## config.mk

```make
export PLATFORM = sky130hd
export DESIGN_NAME = load_store_port
export DESIGN_NICKNAME = d
export VERILOG_FILES = /design/src/verilog/axil_pkg.sv /design/src/verilog/load_store_port.sv
export SDC_FILE = /design/constraint.sdc
export NUM_CORES = 1
export LEC_CHECK = 0
export ABC_AREA = 1
export CAP_MARGIN = 20
export CORE_MARGIN = 4
export CORE_UTILIZATION = 30
export CTS_CLUSTER_DIAMETER = 40
export DETAILED_ROUTE_END_ITERATION = 12
export DONT_BUFFER_PORTS = 1
export GPL_TIMING_DRIVEN = 0
export SYNTH_ARGS = -nofsm -noshare
export SYNTH_HDL_FRONTEND = slang
export SYNTH_SLANG_ARGS = --single-unit
```

## constraint.sdc

```tcl
create_clock -name clk -period 6.1 [get_ports clk]
set_clock_uncertainty 0.1 [all_clocks]
set_input_delay 0.305 -clock clk [delete_from_list [all_inputs] [get_ports clk]]
set_output_delay 0.305 -clock clk [all_outputs]
set_load 0.05 [all_outputs]
```

## src/verilog/axil_pkg.sv

```systemverilog
`default_nettype none

package axil_pkg;

	typedef logic [31:0] addr_t;
	typedef logic [31:0] data_t;
	typedef logic [3:0] strb_t;
	typedef logic [1:0] resp_t;

	localparam resp_t RESP_OKAY = 2'd0;
	localparam resp_t RESP_SLVERR = 2'd2;

	typedef struct packed {
		addr_t addr;
	} axil_ar_t;

	typedef struct packed {
		addr_t addr;
	} axil_aw_t;

	typedef struct packed {
		data_t data;
		strb_t strb;
	} axil_w_t;

	typedef struct packed {
		data_t data;
		resp_t resp;
	} axil_r_t;

	typedef struct packed {
		resp_t resp;
	} axil_b_t;

	typedef enum logic [1:0] {ARB_IDLE, ARB_FETCH, ARB_LS} arb_state_e;
	typedef enum logic [1:0] {PORT_IDLE, PORT_ADDR, PORT_WAIT} port_state_e;

endpackage

`default_nettype wire

```

## src/verilog/load_store_port.sv

```systemverilog
`timescale 1ns/100ps
`default_nettype none

module load_store_port import axil_pkg::*; (
	input logic clk,
	input logic rst,
	input logic ls_req,
	input logic ls_write,
	input addr_t ls_addr,
	input data_t ls_wdata,
	input strb_t ls_wstrb,
	output logic ls_ready,
	output logic ls_done,
	output logic ls_err,
	output data_t ls_rdata,
	output axil_ar_t ar,
	output logic arvalid,
	input logic arready,
	output axil_aw_t aw,
	output logic awvalid,
	input logic awready,
	output axil_w_t w,
	output logic wvalid,
	input logic wready,
	input axil_r_t r,
	input logic rvalid,
	output logic rready,
	input axil_b_t b,
	input logic bvalid,
	output logic bready
);
	port_state_e state;
	logic write_q;
	addr_t addr_q;
	data_t wdata_q;
	strb_t wstrb_q;
	logic addr_hs;
	logic resp_hs;

	assign ls_ready = (state == PORT_IDLE);

	assign arvalid = (state == PORT_ADDR) && !write_q;
	assign awvalid = (state == PORT_ADDR) && write_q;
	assign wvalid = awvalid; // address and data go out as one event.
	assign ar = '{addr: addr_q};
	assign aw = '{addr: addr_q};
	assign w = '{data: wdata_q, strb: wstrb_q};

	assign rready = (state == PORT_WAIT) && !write_q;
	assign bready = (state == PORT_WAIT) && write_q;

	assign addr_hs = write_q ? (awvalid && awready && wvalid && wready) : (arvalid && arready);
	assign resp_hs = (rvalid && rready) || (bvalid && bready);

	always_ff @(posedge clk) begin
		if (!rst) begin
			state <= PORT_IDLE;
			ls_done <= 1'b0;
		end else begin
			ls_done <= 1'b0;
			case (state)
				PORT_IDLE: begin
					if (ls_req) begin
						state <= PORT_ADDR;
					end
				end
				PORT_ADDR: begin
					if (addr_hs) begin
						state <= PORT_WAIT;
					end
				end
				PORT_WAIT: begin
					if (resp_hs) begin
						state <= PORT_IDLE;
						ls_done <= 1'b1;
					end
				end
				default: state <= PORT_IDLE;
			endcase
		end
	end

	always_ff @(posedge clk) begin
		if (ls_ready && ls_req) begin
			write_q <= ls_write;
			addr_q <= ls_addr;
			wdata_q <= ls_wdata;
			wstrb_q <= ls_wstrb;
		end
		if (resp_hs) begin
			ls_rdata <= write_q ? '0 : r.data; // stores return zero.
			ls_err <= write_q ? (b.resp != RESP_OKAY) : (r.resp != RESP_OKAY);
		end
	end

	// address and data are accepted on the same edge.
	assert property (@(posedge clk) disable iff (!rst)
		(awvalid && awready) == (wvalid && wready));

endmodule

`default_nettype wire

```

==> metrics.yaml <==
die_h_microns: 120
vias_per_cell: 4.18
tns_ps: 0
syn-cell-area_sq_um: 3790
placement.io_buffers: 0
finalHoldViolCount: 0
wirelength_microns: 9350
final_cells: 496
clkTransAtPathRegs_ps: 70
synth_area_per_cell_sq_um: 15.8
arrival_ps: 1980
fmax_mhz: 419
worstMarginPinSlew_ps: 977
cts_resized: 0
synth_area_leader_cell: "edfxtp_1"
synth_cell_types: 16
grt_usage_pct: 12.1
core_area_sq_um: 12200
clk-insertion-delay-late_ps: 330
die-area_sq_um: 14500
first_pass_iters: 4
h-tree-depth: 3
vdd_drop_max_mv: 0.126
setup_viol: 0
cap_viol_max_count: 0
core.rowCount: 40
gp_congestion: 0.776
rsz0062_at_grt: "no"
ys_warn_count: 0
globalRouteMet1Util_pct: 12.7
n_antenna_cell: 0
grt_antenna_before_repair: 0
cts_made_buffers: 9
fin_crit_sh_pct: 39.1
grt_max_degree: 25
hold_slack_ps: 35.2
whs_path_depth: 2
io-pin-count: 253
use_met3_pct: 5.57
grt_util_met2_pct: 21.0
yosysSeqAreaShare_pct: 82.5
hold_end: "ls_done$_SDFF_PN0_"
grt_overflow_total: 0
criticalPathCategory: "reg2out"
cts_buffer_depth: 2
final_cell_mix: "edfxtp_1 (102), dlygate4sd3_1 (70), inv_1 (37)"
crit_fanout: 4
start_util_pct: 31.1
final_common_cell: "edfxtp_1"
wl_per_cell_microns: 18.9
critPathCaptureType: "output port"
clock-sinks: 105
dp.cells: 411
drc: 0
startpoint_type: "flip-flop"
cp.required_ps: 5690
rr_worst_depth: 5
grt_pass1_wl_microns: 13000
die_w_microns: 120
status: "finished, final reports clean"
holdCritPathClass: "in2reg"
cts_tree: "built"
busiest_layer: "met2"
postCtsSetupRepairBufs: 0
slew_violations: 0
synth_top_area_share_pct: 80.9
first_global_vias: 2138
powerDensity_nw_per_um2: 356
fillers: 1106
min_from: "bvalid"
areaGrowthSynthToFinish_pct: 34.4
reg2reg_from: "write_q$_DFFE_PP_"
syn_inst: 239
first_iter_violations: 85
num_vias: 2072
synth_seq_cells: 105
ant_nets: 0
layout_min_cycle_time_ps: 2390
p_leak_nw: 1.96
r2r-end: "ls_rdata[9]$_SDFFCE_PP0P_"
syn_nets: 352
relSlewSlack_pct: 34.6
cts_hold_buf: 70
ctsRootBufferMaster: "clkbuf_16"
dpl.hpwl_microns: 6830
nets: 437
synth_area_leaders: "edfxtp_1 (81%), buf_4 (6.7%), inv_1 (3.7%), nor2_1 (3.6%), dfxtp_1 (1.6%)"
drive_gt1_share_pct: 18.9
rrSetupSlack_ps: 3850
[area by class of cell]
class                      instances  area (sq um)  area share [%]
buffer                            37           270            5.31
clock buffer                       9           225            4.42
clock inverter                     6          83.8            1.65
inverter                          38           143            2.80
multi-input combinational         59           263            5.16
sequential                       105          3120            61.3
tap                              168           210            4.13
timing repair buffer              74           773            15.2
[layer usage]
layer  up-vias  share of wire [%]
met1       958                 36
met3        10                 13
met4         0                1.4
met5         -                  0
li1        932                  -
met2       172                 50
[synthesized netlist by cell type]
master and instances:
inv_1 37, nand4_1 1, nor3b_1 1, dfxtp_1 3
nand2_2 3, nor2_2 2, edfxtp_1 102, inv_2 1
nand3b_1 1, nand2_1 9, buf_4 34, nor2_1 36
o21ai_1 1, a21oi_1 2, buf_2 3, o21ai_0 3
[worst max-delay path, stage by stage (launching register included)]
cell and delay (ps):
dfxtp_1 430, nand2_1 130, nor2_1 750, buf_4 340
[metrics by stage]
step	power, mW	utilization (%)	worst slack (ps)	area [sq um]
after CTS	1.84	41.9	3700	5090
after floorplan	1.16	-	2420	3790
after global placement	1.19	32.9	1340	4000
after detailed placement	1.20	33.6	3830	4080
final	1.81	41.9	3710	5090
after global routing	1.88	41.9	3650	5090
[registers in the layout, indices dropped and copies added, names as in the netlist]
signal	flops
ar	32
ls_rdata	32
wdata_q	32
wstrb_q	4
state	2
ls_done	1
ls_err	1
write_q	1
[power by group]
group / switching [mW] / total, mW / internal (mW)
combinational: 0.122 / 0.189 / 0.0672
clock: 0.240 / 0.595 / 0.355
sequential: 0.173 / 1.03 / 0.854
[cell families after synthesis]
family	Yosys count	synth area share, %
compound gates	6	0.793
buf+inv	75	10.9
flops	105	82.5
simple gates	53	5.85
[how the worst max path moves through the flow]
stage	cells past startpoint	from	to	slack, ps
3_5_place_dp	5	write_q$_DFFE_PP_	ls_rdata[16]$_SDFFCE_PP0P_	3830
6_report	3	state[0]$_SDFFE_PN0P_	wvalid	3710
5_1_grt	3	state[0]$_SDFFE_PN0P_	wvalid	3650
4_1_cts	3	state[0]$_SDFFE_PN0P_	wvalid	3700
2_1_floorplan	1	state[1]$_SDFFE_PN0P_	ar[0]$_DFFE_PP_	2420
3_3_place_gp	1	state[1]$_SDFFE_PN0P_	wdata_q[0]$_DFFE_PP_	1340
Power figures use the tool's default switching activity.
