<file path="src/verilog/axil_pkg.sv">
`default_nettype none

package axil_pkg;

	typedef logic [31:0] addr_t;
	typedef logic [31:0] data_t;
	typedef logic [3:0] strb_t;
	typedef logic [1:0] resp_t;

	localparam resp_t RESP_OKAY = 2'd0;
	localparam resp_t RESP_SLVERR = 2'd2;

	typedef struct packed {
		addr_t addr;
	} axil_ar_t;

	typedef struct packed {
		addr_t addr;
	} axil_aw_t;

	typedef struct packed {
		data_t data;
		strb_t strb;
	} axil_w_t;

	typedef struct packed {
		data_t data;
		resp_t resp;
	} axil_r_t;

	typedef struct packed {
		resp_t resp;
	} axil_b_t;

	typedef enum logic [1:0] {ARB_IDLE, ARB_FETCH, ARB_LS} arb_state_e;
	typedef enum logic [1:0] {PORT_IDLE, PORT_ADDR, PORT_WAIT} port_state_e;

endpackage

`default_nettype wire

</file>
<file path="src/verilog/fetch_port.sv">
`timescale 1ns/100ps
`default_nettype none

module fetch_port import axil_pkg::*; (
	input logic clk,
	input logic rst,
	input logic fetch_req,
	input addr_t fetch_addr,
	output logic fetch_ready,
	output logic fetch_done,
	output data_t fetch_data,
	output logic fetch_err,
	output axil_ar_t ar,
	output logic arvalid,
	input logic arready,
	input axil_r_t r,
	input logic rvalid,
	output logic rready,
	output axil_aw_t aw,
	output logic awvalid,
	input logic awready,
	output axil_w_t w,
	output logic wvalid,
	input logic wready,
	input axil_b_t b,
	input logic bvalid,
	output logic bready
);
	port_state_e state;
	addr_t addr_q;

	assign fetch_ready = (state == PORT_IDLE);
	assign arvalid = (state == PORT_ADDR);
	assign ar = '{addr: addr_q};
	assign rready = (state == PORT_WAIT); // never refuse a response.

	// read only master.
	assign aw = '0;
	assign awvalid = 1'b0;
	assign w = '0;
	assign wvalid = 1'b0;
	assign bready = 1'b0;

	always_ff @(posedge clk) begin
		if (!rst) begin
			state <= PORT_IDLE;
			fetch_done <= 1'b0;
		end else begin
			fetch_done <= 1'b0;
			case (state)
				PORT_IDLE: begin
					if (fetch_req) begin
						state <= PORT_ADDR;
					end
				end
				PORT_ADDR: begin
					if (arready) begin
						state <= PORT_WAIT;
					end
				end
				PORT_WAIT: begin
					if (rvalid) begin
						state <= PORT_IDLE;
						fetch_done <= 1'b1;
					end
				end
				default: state <= PORT_IDLE;
			endcase
		end
	end

	always_ff @(posedge clk) begin
		if (fetch_ready && fetch_req) begin
			addr_q <= fetch_addr;
		end
		if (rvalid && rready) begin
			fetch_data <= r.data;
			fetch_err <= (r.resp != RESP_OKAY);
		end
	end

	// held off by the arbiter, the request must wait unchanged.
	assert property (@(posedge clk) disable iff (!rst)
		arvalid && !arready |=> arvalid && $stable(ar));

endmodule

`default_nettype wire

</file>
<file path="config.mk">
export PLATFORM = sky130hd
export DESIGN_NAME = fetch_port
export DESIGN_NICKNAME = d
export VERILOG_FILES = /design/src/verilog/axil_pkg.sv /design/src/verilog/fetch_port.sv
export SDC_FILE = /design/constraint.sdc
export NUM_CORES = 1
export LEC_CHECK = 0
export BUFFER_PORTS_ARGS = -buffer_cell sky130_fd_sc_hd__buf_2
export CORE_MARGIN = 2
export CORE_UTILIZATION = 42
export CTS_CLUSTER_DIAMETER = 50
export CTS_CLUSTER_SIZE = 12
export DETAILED_ROUTE_END_ITERATION = 12
export MAX_ROUTING_LAYER = met4
export PLACE_DENSITY = 0.91
export SYNTH_ARGS = -nofsm -noshare
export SYNTH_HDL_FRONTEND = slang
export SYNTH_SLANG_ARGS = --single-unit
</file>
<file path="constraint.sdc">
create_clock -name clk -period 3.6 [get_ports clk]
set_input_delay 0.72 -clock clk [delete_from_list [all_inputs] [get_ports clk]]
set_output_delay 0.72 -clock clk [all_outputs]
set_load 0.02 [all_outputs]
</file>
==> impl_metrics.toml <==
[worst_setup_path]
path_depth = 2
worst_r2r_path_depth = 3
critPathLaunch = "state[1]$_SDFFE_PN0P_"
crit_family = "flip-flops"
path_buf_inv = 1
slowest_stage = "dfxtp_1"
endpoint_kind = "output port"
critical_path_arrival_ns = 1.14
critPathCapture = "rready"
slowest_delay_ns = 0.36
crit_path_cell_trace = "nor2b_1, buf_2"
reg2reg_to = "fetch_data[20]$_DFFE_PP_"
worst_setup_path_start_kind = "flip-flop"
reg2reg_slack_ns = 2.11
crit_fanout = 4
r2r_start = "state[1]$_SDFFE_PN0P_"
crit_required_ns = 2.88
path_class = "reg2out"

[logic_synthesis]
synth_area_leaders = "edfxtp_1, buf_4, dfxtp_1"
synth_most_common_cell = "buf_4"
yosysSeqAreaShare_pct = 76.39
synth_top_area_share_pct = 74.11
syn_area_sq_um = 2634
netlist-cell-type-count = 13
synth_cells = 153
synth_ff_type = "edfxtp_1"
synth-edff-count = 65
synth-warning-count = 0
synth_largest_area_cell = "edfxtp_1"
async_reset_ff_share_pct = 0
synth_common_cells = "buf_4, edfxtp_1, dfxtp_1, nand2b_1"
yosys_register_bits = 68
synth_area_per_cell_sq_um = 17.21

[sta]
setup_ws_ns = 1.735
fmax_mhz = 536.3
fin_crit_sh_pct = 51.79
rsz0062_at_grt = "no"
setup_violations = 0
hold_viol = 0
drv_slew = 0
totalNegativeSetupSlack_ns = 0
layout_min_cycle_time_ns = 1.865
skew_ns = 0.008080

[grt]
globalRouteTotalUtil_pct = 14.28
grt_max_degree = 34
grt_first_pass_wirelength_microns = 7189
grt_pass1_vias = 1363
antenna_found_initial = 0
overflow = 0

[power]
p_switching_w = 0.0004208
sw_frac_of_total_pct = 25.91
intPower_w = 0.001203
ir_drop_mv = 0.2621
p_leak_nw = 1.541
pwr-share-seq_pct = 56.3
p_per_area_nw_per_um2 = 486.9
share_comb_of_total_power_pct = 12.2
clkPwrFrac_pct = 31.5

[min_path]
hp-start = "state[0]$_SDFFE_PN0P_"
holdCritPathClass = "reg2reg"

[clock_tree]
clockBufferDepth = 2
cts_hold_buf = 0
cts_buffers = 9
cts_setup_buffers = 0
cts_tree = "yes"
numClockSinks = 68
clk_pin_slew_ns = 0.07
clk_latency_ns = 0.33
cts-root-buf = "clkbuf_8"
htree_num_levels = 3
post_cts_resized = 0

[floorplanning]
row_count = 28
die_area_sq_um = 6921
io_pins = 216
fp.dieW_microns = 83.19
die_h_microns = 83.19
core_area_sq_um = 5991
start_util_pct = 43.96

[placement]
place_congestion = 0.7264
place_hpwl_microns = 3909
port_buffers = 139
dp_slack_ns = 1.940

[route]
vias = 1524
wire_per_inst_microns = 13.13
drt-pass1-iter-count = 4
drtAntennaViolNets = 0
drt_wl_total_microns = 5040
drt_iter0_drc = 82
drc_errors = 0
vias_per_cell = 3.969

[outcome]
status = "finished clean"

[cells_and_area]
layout.nets = 380
n_antenna_cell = 0
layout-drive-gt1-share_pct = 51.13
syn2layout_area_growth_pct = 26.65

[job]
cap_violations = 0
[worst min-delay path by stage]
stage          cells after the start                        to  slack [ns]
6_report                           2     state[0]$_SDFFE_PN0P_        0.51
5_1_grt                            1  fetch_data[13]$_DFFE_PP_        0.54
3_3_place_gp                       2     state[0]$_SDFFE_PN0P_        0.49
3_5_place_dp                       2     state[0]$_SDFFE_PN0P_        0.51
4_1_cts                            2     state[0]$_SDFFE_PN0P_        0.51
2_1_floorplan                      2     state[0]$_SDFFE_PN0P_        0.48
[stage by stage]
step	power, W	hold slack [ns]	cells	util [%]	instance area (sq um)
6_report	0.001624	0.5101	384	55.68	3336
5_1_grt	0.001700	0.5408	384	55.68	3336
4_1_cts	0.001646	0.5135	384	55.68	3336
3_5_place_dp	0.001129	0.5055	368	52.88	3168
3_3_place_gp	0.001122	0.4928	368	52.88	3168
2_1_floorplan	0.001115	0.4753	223	-	2897
[worst min-delay path: cells and delay by family (launching register included)]
| family | cells | cell delay, ns |
|---|---|---|
| flip-flops | 1 | 0.34 |
| AO/OA/AOI/OAI | 1 | 0.05 |
| AND/OR/NAND/NOR | 1 | 0.08 |
[power groups by stage]
stage	logic (W)	clock network (W)	registers [W]
final	0.000198	0.000512	0.000914
after floorplan	0.000144	0	0.000971
after global routing	0.000211	0.000572	0.000917
after global placement	0.000193	0	0.000929
after CTS	0.000198	0.000534	0.000915
after detailed placement	0.000197	0	0.000932
[layout by cell type, fill, tap and decap left out, drive strengths merged]
cell type,instances
and2b,1
a21oi,1
edfxtp,65
nor2,1
clkinv,6
and2,2
conb,71
or2,1
clkbuf,9
clkinvlp,1
nand2b,3
and3,1
nor2b,2
dfxtp,3
buf,141
a32o,1
[registers in the layout, indices dropped and copies added (netlist names)]
signal and flops:
ar 32, fetch_data 32, state 2, fetch_done 1, fetch_err 1
[cell families (layout without fill, tap and decap cells)]
group / after synthesis / after routing / synth area share, %
other cells: 1 / 71 / 0.1424
compound gates: 2 / 2 / 0.5699
flops: 68 / 68 / 76.39
buf+inv: 71 / 157 / 20.24
simple gates: 11 / 11 / 2.660
[layout make-up]
| class | instances | area, sq um |
|---|---|---|
| clock buffers | 9 | 123.9 |
| fillers | 492 | 2655 |
| well taps | 75 | 93.84 |
| clock inverters | 7 | 43.79 |
| flip-flops and latches | 68 | 2012 |
| multi-input cells | 84 | 351.6 |
| repair buffers | 141 | 710.7 |
[per-layer routing]
metal | global-route usage, % | up-vias | part of all wire, %
met5 | - | - | 0
met2 | 24.63 | 125 | 55
met4 | 6.259 | 0 | 0.65
met1 | 13.63 | 700 | 31
li1 | - | 694 | -
met3 | 6.561 | 5 | 13
(Power assumes the default switching activity.)
