<file path="src/verilog/axil_pkg.sv">
`default_nettype none

package axil_pkg;

	typedef logic [31:0] addr_t;
	typedef logic [31:0] data_t;
	typedef logic [3:0] strb_t;
	typedef logic [1:0] resp_t;

	localparam resp_t RESP_OKAY = 2'd0;
	localparam resp_t RESP_SLVERR = 2'd2;

	typedef struct packed {
		addr_t addr;
	} axil_ar_t;

	typedef struct packed {
		addr_t addr;
	} axil_aw_t;

	typedef struct packed {
		data_t data;
		strb_t strb;
	} axil_w_t;

	typedef struct packed {
		data_t data;
		resp_t resp;
	} axil_r_t;

	typedef struct packed {
		resp_t resp;
	} axil_b_t;

	typedef enum logic [1:0] {ARB_IDLE, ARB_FETCH, ARB_LS} arb_state_e;
	typedef enum logic [1:0] {PORT_IDLE, PORT_ADDR, PORT_WAIT} port_state_e;

endpackage

`default_nettype wire

</file>
<file path="src/verilog/axil_arbiter.sv">
`timescale 1ns/100ps
`default_nettype none

module axil_arbiter import axil_pkg::*; (
	input logic clk,
	input logic rst,
	// fetch master.
	input axil_ar_t f_ar,
	input logic f_arvalid,
	output logic f_arready,
	input axil_aw_t f_aw,
	input logic f_awvalid,
	output logic f_awready,
	input axil_w_t f_w,
	input logic f_wvalid,
	output logic f_wready,
	output axil_r_t f_r,
	output logic f_rvalid,
	input logic f_rready,
	output axil_b_t f_b,
	output logic f_bvalid,
	input logic f_bready,
	// load/store master.
	input axil_ar_t l_ar,
	input logic l_arvalid,
	output logic l_arready,
	input axil_aw_t l_aw,
	input logic l_awvalid,
	output logic l_awready,
	input axil_w_t l_w,
	input logic l_wvalid,
	output logic l_wready,
	output axil_r_t l_r,
	output logic l_rvalid,
	input logic l_rready,
	output axil_b_t l_b,
	output logic l_bvalid,
	input logic l_bready,
	// slave.
	output axil_ar_t s_ar,
	output logic s_arvalid,
	input logic s_arready,
	output axil_aw_t s_aw,
	output logic s_awvalid,
	input logic s_awready,
	output axil_w_t s_w,
	output logic s_wvalid,
	input logic s_wready,
	input axil_r_t s_r,
	input logic s_rvalid,
	output logic s_rready,
	input axil_b_t s_b,
	input logic s_bvalid,
	output logic s_bready
);
	arb_state_e state;
	logic f_trig;
	logic l_trig;
	logic f_gnt;
	logic l_gnt;
	logic owner_done;

	assign f_trig = f_arvalid || (f_awvalid && f_wvalid);
	assign l_trig = l_arvalid || (l_awvalid && l_wvalid);
	assign f_gnt = (state == ARB_FETCH);
	assign l_gnt = (state == ARB_LS);
	// only the owner can drive the slave readies, so this is its completion.
	assign owner_done = (s_rvalid && s_rready) || (s_bvalid && s_bready);

	always_ff @(posedge clk) begin
		if (!rst) begin
			state <= ARB_IDLE;
		end else begin
			case (state)
				ARB_IDLE: begin
					if (f_trig) begin
						state <= ARB_FETCH; // fetch wins a tie.
					end else if (l_trig) begin
						state <= ARB_LS;
					end
				end
				ARB_FETCH, ARB_LS: begin
					if (owner_done) begin
						state <= ARB_IDLE;
					end
				end
				default: state <= ARB_IDLE;
			endcase
		end
	end

	// owner to slave.
	assign s_ar = l_gnt ? l_ar : f_ar;
	assign s_aw = l_gnt ? l_aw : f_aw;
	assign s_w = l_gnt ? l_w : f_w;
	assign s_arvalid = (f_gnt && f_arvalid) || (l_gnt && l_arvalid);
	assign s_awvalid = (f_gnt && f_awvalid) || (l_gnt && l_awvalid);
	assign s_wvalid = (f_gnt && f_wvalid) || (l_gnt && l_wvalid);
	assign s_rready = (f_gnt && f_rready) || (l_gnt && l_rready);
	assign s_bready = (f_gnt && f_bready) || (l_gnt && l_bready);

	// slave back to the owner only.
	assign f_arready = f_gnt && s_arready;
	assign f_awready = f_gnt && s_awready;
	assign f_wready = f_gnt && s_wready;
	assign f_r = f_gnt ? s_r : '0;
	assign f_rvalid = f_gnt && s_rvalid;
	assign f_b = f_gnt ? s_b : '0;
	assign f_bvalid = f_gnt && s_bvalid;

	assign l_arready = l_gnt && s_arready;
	assign l_awready = l_gnt && s_awready;
	assign l_wready = l_gnt && s_wready;
	assign l_r = l_gnt ? s_r : '0;
	assign l_rvalid = l_gnt && s_rvalid;
	assign l_b = l_gnt ? s_b : '0;
	assign l_bvalid = l_gnt && s_bvalid;

	// a grant always passes through idle.
	assert property (@(posedge clk) disable iff (!rst) state == ARB_FETCH |=> state != ARB_LS);

endmodule

`default_nettype wire

</file>
<file path="config.mk">
export PLATFORM = sky130hd
export DESIGN_NAME = axil_arbiter
export DESIGN_NICKNAME = d
export VERILOG_FILES = /design/src/verilog/axil_pkg.sv /design/src/verilog/axil_arbiter.sv
export SDC_FILE = /design/constraint.sdc
export NUM_CORES = 1
export LEC_CHECK = 0
export ABC_CLOCK_PERIOD_IN_PS = 4000
export BUFFER_PORTS_ARGS = -buffer_cell sky130_fd_sc_hd__buf_2
export CAP_MARGIN = 30
export CORE_AREA = 4 4 168 170
export DETAILED_ROUTE_END_ITERATION = 8
export DIE_AREA = 0 0 172 174
export GPL_ROUTABILITY_DRIVEN = 0
export PLACE_DENSITY = 0.35
export SYNTH_ARGS = -nofsm -noshare
export SYNTH_HDL_FRONTEND = slang
export SYNTH_SLANG_ARGS = --single-unit
</file>
<file path="constraint.sdc">
create_clock -name clk -period 4 [get_ports clk]
set_input_delay 0.2 -clock clk [delete_from_list [all_inputs] [get_ports clk]]
set_output_delay 0.2 -clock clk [all_outputs]
set_load 0.02 [all_outputs]
</file>
==> flow_metrics.py <==
metrics = {
    "run_status": {
        "status": "completed",
    },
    "route": {
        "drtAntennaViolNets": 0,
        "wire_per_inst_um": 15.1,
        "drc": 0,
        "drt_iter0_drc": 152,
        "wirelength_mm": 15.0,
        "routed_via_density": 3.31,
        "vias": 3287,
        "drtPass1Iterations": 4,
    },
    "pwr": {
        "vdd_ir_drop_max_mv": 0.306,
        "power_density_mw_per_mm2": 356,
        "total_leakage_power_nw": 2.61,
    },
    "cts": {
        "clk_pin_slew_ps": 30,
        "cts_setup_buffers": 0,
        "h-tree-depth": 1,
        "ctsHoldBuffers": 0,
        "cts.sinks": 2,
        "cts_buffers": 3,
        "cts_root_buffer": "clkbuf_16",
        "clock_latency_ps": 220,
        "cts_resized": 0,
        "tritoncts": "built",
        "cts_max_path_buffers": 2,
    },
    "worst_hold_path": {
        "hold_path.class": "in2reg",
        "hp-start": "rst",
    },
    "floorplan": {
        "die_w_um": 172,
        "top_level_ports": 440,
        "core-area_mm2": 0.0267,
        "fp.dieH_um": 174,
        "row_count": 60,
        "start_util_pct": 7.44,
        "die_area_mm2": 0.0299,
    },
    "global_routing": {
        "grt_max_degree": 55,
        "grt.overflow.total": 0,
        "grt_pass1_wl_mm": 19.7,
        "antenna_found_initial": 0,
        "track_usage_pct": 8.56,
        "grt_pass1_vias": 3197,
    },
    "critical_path": {
        "arrival_ps": 2200,
        "critPathMaxFanout": 52,
        "setup.worst_path.end_class": "output port",
        "required_ps": 3800,
        "path_class": "reg2out",
        "worstSetupStartpointType": "flip-flop",
        "cp-startpoint": "state[0]",
        "timing.rr.start": "state[0]",
    },
    "yosys": {
        "syn_area_per_cell_um2": 8.76,
        "synth-seq-cells": 2,
        "syn-num-nets": 483,
        "yosysSeqAreaShare_pct": 2.01,
        "synth_cell_types": 19,
        "syn_area_mm2": 0.00199,
        "yosys_warnings": 0,
        "synthCells": 227,
    },
    "timing": {
        "hold_viol": 0,
        "min_period_ps": 2400,
        "slew_viol_final": 0,
        "setup_tns_ps": 0,
        "grt_setup_unrepaired": "false",
        "slew_headroom_pct": 57.3,
        "fmax_ghz": 0.416,
        "setup_viol": 0,
        "clock_skew_ps": 0.642,
        "worstMarginPinSlew_ps": 640,
        "fin_crit_sh_pct": 60.0,
    },
    "layout": {
        "area_growth_pct": 133,
        "antenna_cells": 0,
        "largest_reg_flops": 2,
        "layout.nets": 909,
        "largestRegisters": "state (2)",
        "layout-drive-gt1-share_pct": 84.5,
        "top_register": "state",
        "final_cells": 992,
    },
    "flow_run": {
        "drv_cap": 0,
    },
    "placement": {
        "dp_hpwl_mm": 13.4,
        "port_buffers": 439,
        "dp_cells": 989,
    },
}
cell type report:
type	count	area, um2
multi-input combinational	200	1840
tap	341	427
fill	3053	22100
clock buffer	3	75.1
timing repair buffer	442	2240
inverter	4	15.0
sequential	2	40.0
path summary, 6_finish.rpt:
kind	to	slack, ps	depth (start not counted)
hold / removal	state[1]	250	2
setup reg to reg	state[1]	1970	7
hold reg to reg	state[0]	490	2
setup / recovery	s_ar[6]	1600	5
through the flow:
| stage | setup WS, ps | area (um2) | total power [mW] | utilization, % | hold WS, ps |
|---|---|---|---|---|---|
| CTS | 1600 | 4640 | 1.67 | 17.4 | 255 |
| floorplan | 2320 | 1990 | 1.00 | - | 317 |
| detailed placement | 1810 | 4560 | 1.52 | 17.1 | 479 |
| global placement | 1820 | 4560 | 1.53 | 17.1 | 485 |
| global route | 1510 | 4640 | 1.77 | 17.4 | 266 |
| finish | 1600 | 4640 | 1.65 | 17.4 | 252 |
cells in the mapped netlist:
| master | number | share of area [%] |
|---|---|---|
| a22o_4 | 2 | 1.8 |
| nor4b_1 | 1 | 0.44 |
| a221oi_4 | 1 | 1.3 |
| buf_4 | 2 | 0.75 |
| buf_2 | 14 | 3.5 |
| a211oi_1 | 1 | 0.38 |
| and2_1 | 82 | 26 |
| clkbuf_1 | 4 | 0.75 |
| a22o_1 | 3 | 1.3 |
| o32ai_1 | 1 | 0.44 |
| dfxtp_1 | 2 | 2.0 |
| nand2_1 | 3 | 0.57 |
| buf_6 | 1 | 0.57 |
| a21oi_2 | 1 | 0.44 |
| ha_1 | 3 | 1.9 |
| a21oi_1 | 1 | 0.25 |
| inv_1 | 4 | 0.75 |
| o2bb2ai_1 | 1 | 0.44 |
| mux2_2 | 100 | 57 |
worst max-delay path: stages, from the launching register on:
cell,delay (ps)
dfxtp_1,310
inv_1,120
ha_4,550
buf_12,360
mux2_2,410
buf_2,170
layer usage:
metal	part of all wire (%)	wire (um)	GRT usage, %
met1	41	6100	10.9
met2	51	7640	16.2
met3	7.5	1120	0.637
met4	0.64	95	0.786
met5	0	0	0
cells by family (layout without fill, tap and decap cells):
logic type                 count (synthesis)  count (layout)  synth area share [%]
adders and majority gates                  3               3                  1.89
and+or+nand+nor                           86              86                  26.8
buffers and inverters                     25             449                  6.35
muxes                                    100             100                  56.6
AOI/OAI and AO/OA                         11              11                  6.35
DFF                                        2               2                  2.01
cell usage in the layout (no fill, tap or decap), drive strengths merged:
cell type / count
buf: 442
mux2: 100
and2: 82
a22o: 5
inv: 4
nand2: 3
clkbuf: 3
ha: 3
dfxtp: 2
a21oi: 2
a211oi: 1
a221oi: 1
nor4b: 1
o2bb2ai: 1
o32ai: 1
power by group:
group / switching (mW) / leakage [nW] / internal [mW] / total [mW]
sequential: 0.00596 / 0.0165 / 0.0269 / 0.0329
combinational: 0.860 / 2.56 / 0.613 / 1.47
clock: 0.0202 / 0.0370 / 0.127 / 0.147
total: 0.886 / 2.61 / 0.766 / 1.65
(Power assumes the default switching activity.)
